==> src/logic/prf_cfg.svh <==
/*
    Register file sizing constants
    shared by the package and every RTL block
*/

`ifndef PRF_CFG_SVH
`define PRF_CFG_SVH

// storage geometry
`define PRF_PR_COUNT    32
`define PRF_BANK_COUNT  4
`define PRF_DATA_WIDTH  32

// requestors and their input buffering
`define PRF_RR_COUNT    4
`define PRF_WR_COUNT    2
`define PRF_BUF_DEPTH   2

`endif

==> src/logic/prf_pkg.sv <==
/*
    Register file types
    vector typedefs for PR numbers, bank selects and requestor masks
*/

`include "prf_cfg.svh"

package prf_pkg;

    // PR number split into bank bits and in-bank index
    typedef logic [$clog2(`PRF_PR_COUNT)-1:0] pr_t;
    typedef logic [$clog2(`PRF_BANK_COUNT)-1:0] bank_t;
    typedef logic [$clog2(`PRF_PR_COUNT)-$clog2(`PRF_BANK_COUNT)-1:0] upper_pr_t;

    typedef logic [`PRF_DATA_WIDTH-1:0] reg_data_t;
    typedef logic [`PRF_BANK_COUNT-1:0] bank_mask_t;

    // one bit per requestor
    typedef logic [`PRF_RR_COUNT-1:0] rr_vec_t;
    typedef logic [`PRF_WR_COUNT-1:0] wr_vec_t;

endpackage

==> src/logic/prf_bank_ram.sv <==
/*
    Register file bank
    eight registers, two asynchronous read ports, one clocked write
*/

`timescale 1ns/1ns
`include "prf_cfg.svh"

module prf_bank_ram (
    input  logic                CLK,
    input  prf_pkg::upper_pr_t  rindex0,
    output prf_pkg::reg_data_t  rdata0,
    input  prf_pkg::upper_pr_t  rindex1,
    output prf_pkg::reg_data_t  rdata1,
    input  logic                wen,
    input  prf_pkg::upper_pr_t  windex,
    input  prf_pkg::reg_data_t  wdata
);

    import prf_pkg::*;

    localparam int ENTRIES = `PRF_PR_COUNT / `PRF_BANK_COUNT;

    reg_data_t regs [ENTRIES];

    // reads see the old value during a same-cycle write
    assign rdata0 = regs[rindex0];
    assign rdata1 = regs[rindex1];

    always_ff @(posedge CLK) begin
        if (wen) begin
            regs[windex] <= wdata;
        end
    end

endmodule

==> config.mk <==
export PLATFORM = sky130hd
export DESIGN_NAME = prf_bank_ram
export DESIGN_NICKNAME = d
export VERILOG_FILES = /design/src/logic/prf_pkg.sv /design/src/logic/prf_bank_ram.sv
export VERILOG_INCLUDE_DIRS = /design/src /design/src/logic
export SDC_FILE = /design/constraint.sdc
export NUM_CORES = 1
export LEC_CHECK = 0
export BUFFER_PORTS_ARGS = -buffer_cell sky130_fd_sc_hd__buf_2
export CAP_MARGIN = 0
export CORE_MARGIN = 2
export CORE_UTILIZATION = 35
export CTS_CLUSTER_SIZE = 14
export DETAILED_ROUTE_END_ITERATION = 8
export MAX_ROUTING_LAYER = met4
export SLEW_MARGIN = 40
export SYNTH_ARGS = -nofsm -noshare
export SYNTH_HDL_FRONTEND = slang
export SYNTH_SLANG_ARGS = --single-unit
==> constraint.sdc <==
create_clock -name CLK -period 5.1 [get_ports CLK]
set_input_delay 0 -clock CLK [delete_from_list [all_inputs] [get_ports CLK]]
set_output_delay 0 -clock CLK [all_outputs]
set_load 0.01 [all_outputs]
==> results.ini <==
[yosys]
synth_area_leader_cell=edfxtp_1
synth_top_area_share_pct=64.61
avgSynthCellArea_um2=23.94
seq_area_frac_synth_pct=64.61
netlist_instances=497
yosysWarnings=0
synth_area_um2=11900
synth_top_cells_by_area=edfxtp_1 (65%), mux4_1 (18%), mux4_2 (9.1%)
ys_types=12
synth-seq-cells=256
syn_nets=540

[clocking]
numCtsBuffers=27
root_buffer=clkbuf_16
cts_setup_buffers=0
cts.clk_slew.worst_paths_ps=60
cts_htree_levels=1
tritoncts=yes
cts.sinks=256
clockBufferDepth=3

[placement]
gp_congestion=0.7070
hpwl_mm=16.23
io_buffers=106

[pwr]
power_density_nw_per_um2=337.5
ir_worst_vdd_mv=0.2362
cellLeakagePower_nw=4.788

[finish]
reg.largest.list=regs (256)
final_common_cell=edfxtp_1
num_antenna_cells=0
multiInputGateArea_um2=4018
syn_to_final_growth_pct=18.57
final_cell_mix=edfxtp_1 (256), buf_2 (102), mux4_1 (80)
fin_nets=686
nFillCells=2967
drive_above_1_share_pct=41.84
seq_area_um2=7687
postLayoutCoreUtil_pct=42.07
largest_reg_flops=256
regMostFlops=regs

[min_path]
min_path_type=in2reg
hp-start=windex[1]
holdPathEnd=regs[0][7]
hold_depth=3

[timing]
rsz0062_at_grt=false
setup_viol=0
fmax_mhz=438.2
maxSlewHeadroom_pct=48.46
fin_crit_ps=2282
hold_viol_final=0
min_period_over_period_pct=44.75
maxSlewViolCount=0
tightestPinTransition_ps=773.0
fin_tns_setup_ps=0

[global_routing]
antenna_found_initial=0
grt_pass1_vias=6478
grt_max_degree=65
grt_overflow=0
grt_pass1_wl_mm=40.68
grt_usage_pct=15.69

[route]
vias=5998
wire_per_inst_um=24.26
drt-total-wl_mm=26.93
drtIter0Drc=363
first_pass_iters=4
route.detailed.drc=0
ant_nets=0
detail_route.vias_per_cell=5.404

[critical_path]
startpoint_type=input port
worstPathMaxFanout=36
cp-end-kind=output pin
worstSetupPathType=in2out
cp.arrival_ps=2280
startpoint=rindex1[0]
required_ps=5100

[floorplanning]
rows=67
start_util_pct=35.49
die_area_um2=35490
dieHeight_um=188.4
io_pins=107
core_um2=33530
die_x_um=188.4

[run_status]
status=complete, no violations

[job]
max_cap_violations=0

[layout make-up]
cell class | count | share of cell area (%)
clock inverter | 16 | 1.153
tap | 448 | 3.973
multi-input combinational | 205 | 28.48
timing repair buffer | 153 | 6.988
sequential | 256 | 54.49
clock buffer | 32 | 4.922
[cells in the mapped netlist, drive strengths merged]
library cell,number
mux4,128
nor3,2
nand2,2
nor2,6
edfxtp,256
buf,34
mux2,64
clkbuf,2
nand2b,3
[how the worst max path moves through the flow]
stage | slack, ps | end
finish | 2820 | rdata1[7]
detailed placement | 2770 | rdata1[7]
CTS | 2770 | rdata1[7]
floorplan | 2250 | regs[0][0]
global route | 2670 | rdata1[7]
global placement | 2800 | rdata0[13]
[where the power goes]
group          total, mW  switching [mW]  internal [mW]  leakage (nW)
Clock               1.87           0.756           1.12         0.406
Sequential          2.42          0.0271           2.39          2.33
Combinational      0.470           0.234          0.237          2.06
Total               4.76            1.02           3.74          4.79
[stage by stage]
| stage | hold slack [ps] | instances | area (um^2) | power (mW) | setup slack [ps] |
|---|---|---|---|---|---|
| CTS | 49.22 | 1110 | 14100 | 4.810 | 2768 |
| finish | 64.82 | 1110 | 14110 | 4.761 | 2818 |
| detailed placement | 272.6 | 1028 | 12910 | 2.916 | 2766 |
| floorplan | 98.87 | 497 | 11900 | 2.741 | 2253 |
| global placement | 258.5 | 1028 | 12900 | 2.903 | 2797 |
| global route | 76.80 | 1110 | 14110 | 4.940 | 2669 |
[metal layers]
| layer | global-route usage, % | share of wire, % |
|---|---|---|
| met5 | - | 0 |
| met4 | 2.975 | 1.3 |
| met3 | 2.030 | 4.1 |
| met2 | 26.44 | 51 |
| met1 | 20.72 | 43 |
[critical path, stage by stage]
cell and delay, ps:
buf_4 450, buf_4 650, mux4_1 640, mux2_2 320
buf_2 150
[cells by family (layout without fill, tap and decap cells)]
family | after synthesis | after routing | share of synthesized area, %
AND/OR/NAND/NOR | 13 | 13 | 0.4942
flip-flops | 256 | 256 | 64.61
multiplexers | 192 | 192 | 32.81
buffers and inverters | 36 | 201 | 2.093
[timing repair]
action,CTS,global route
endpoints found under the hold margin,262,0
resized for setup,0,0
hold buffers,34,0
setup endpoints to repair,0,0
Note: power is estimated with default switching activity, not from simulation.
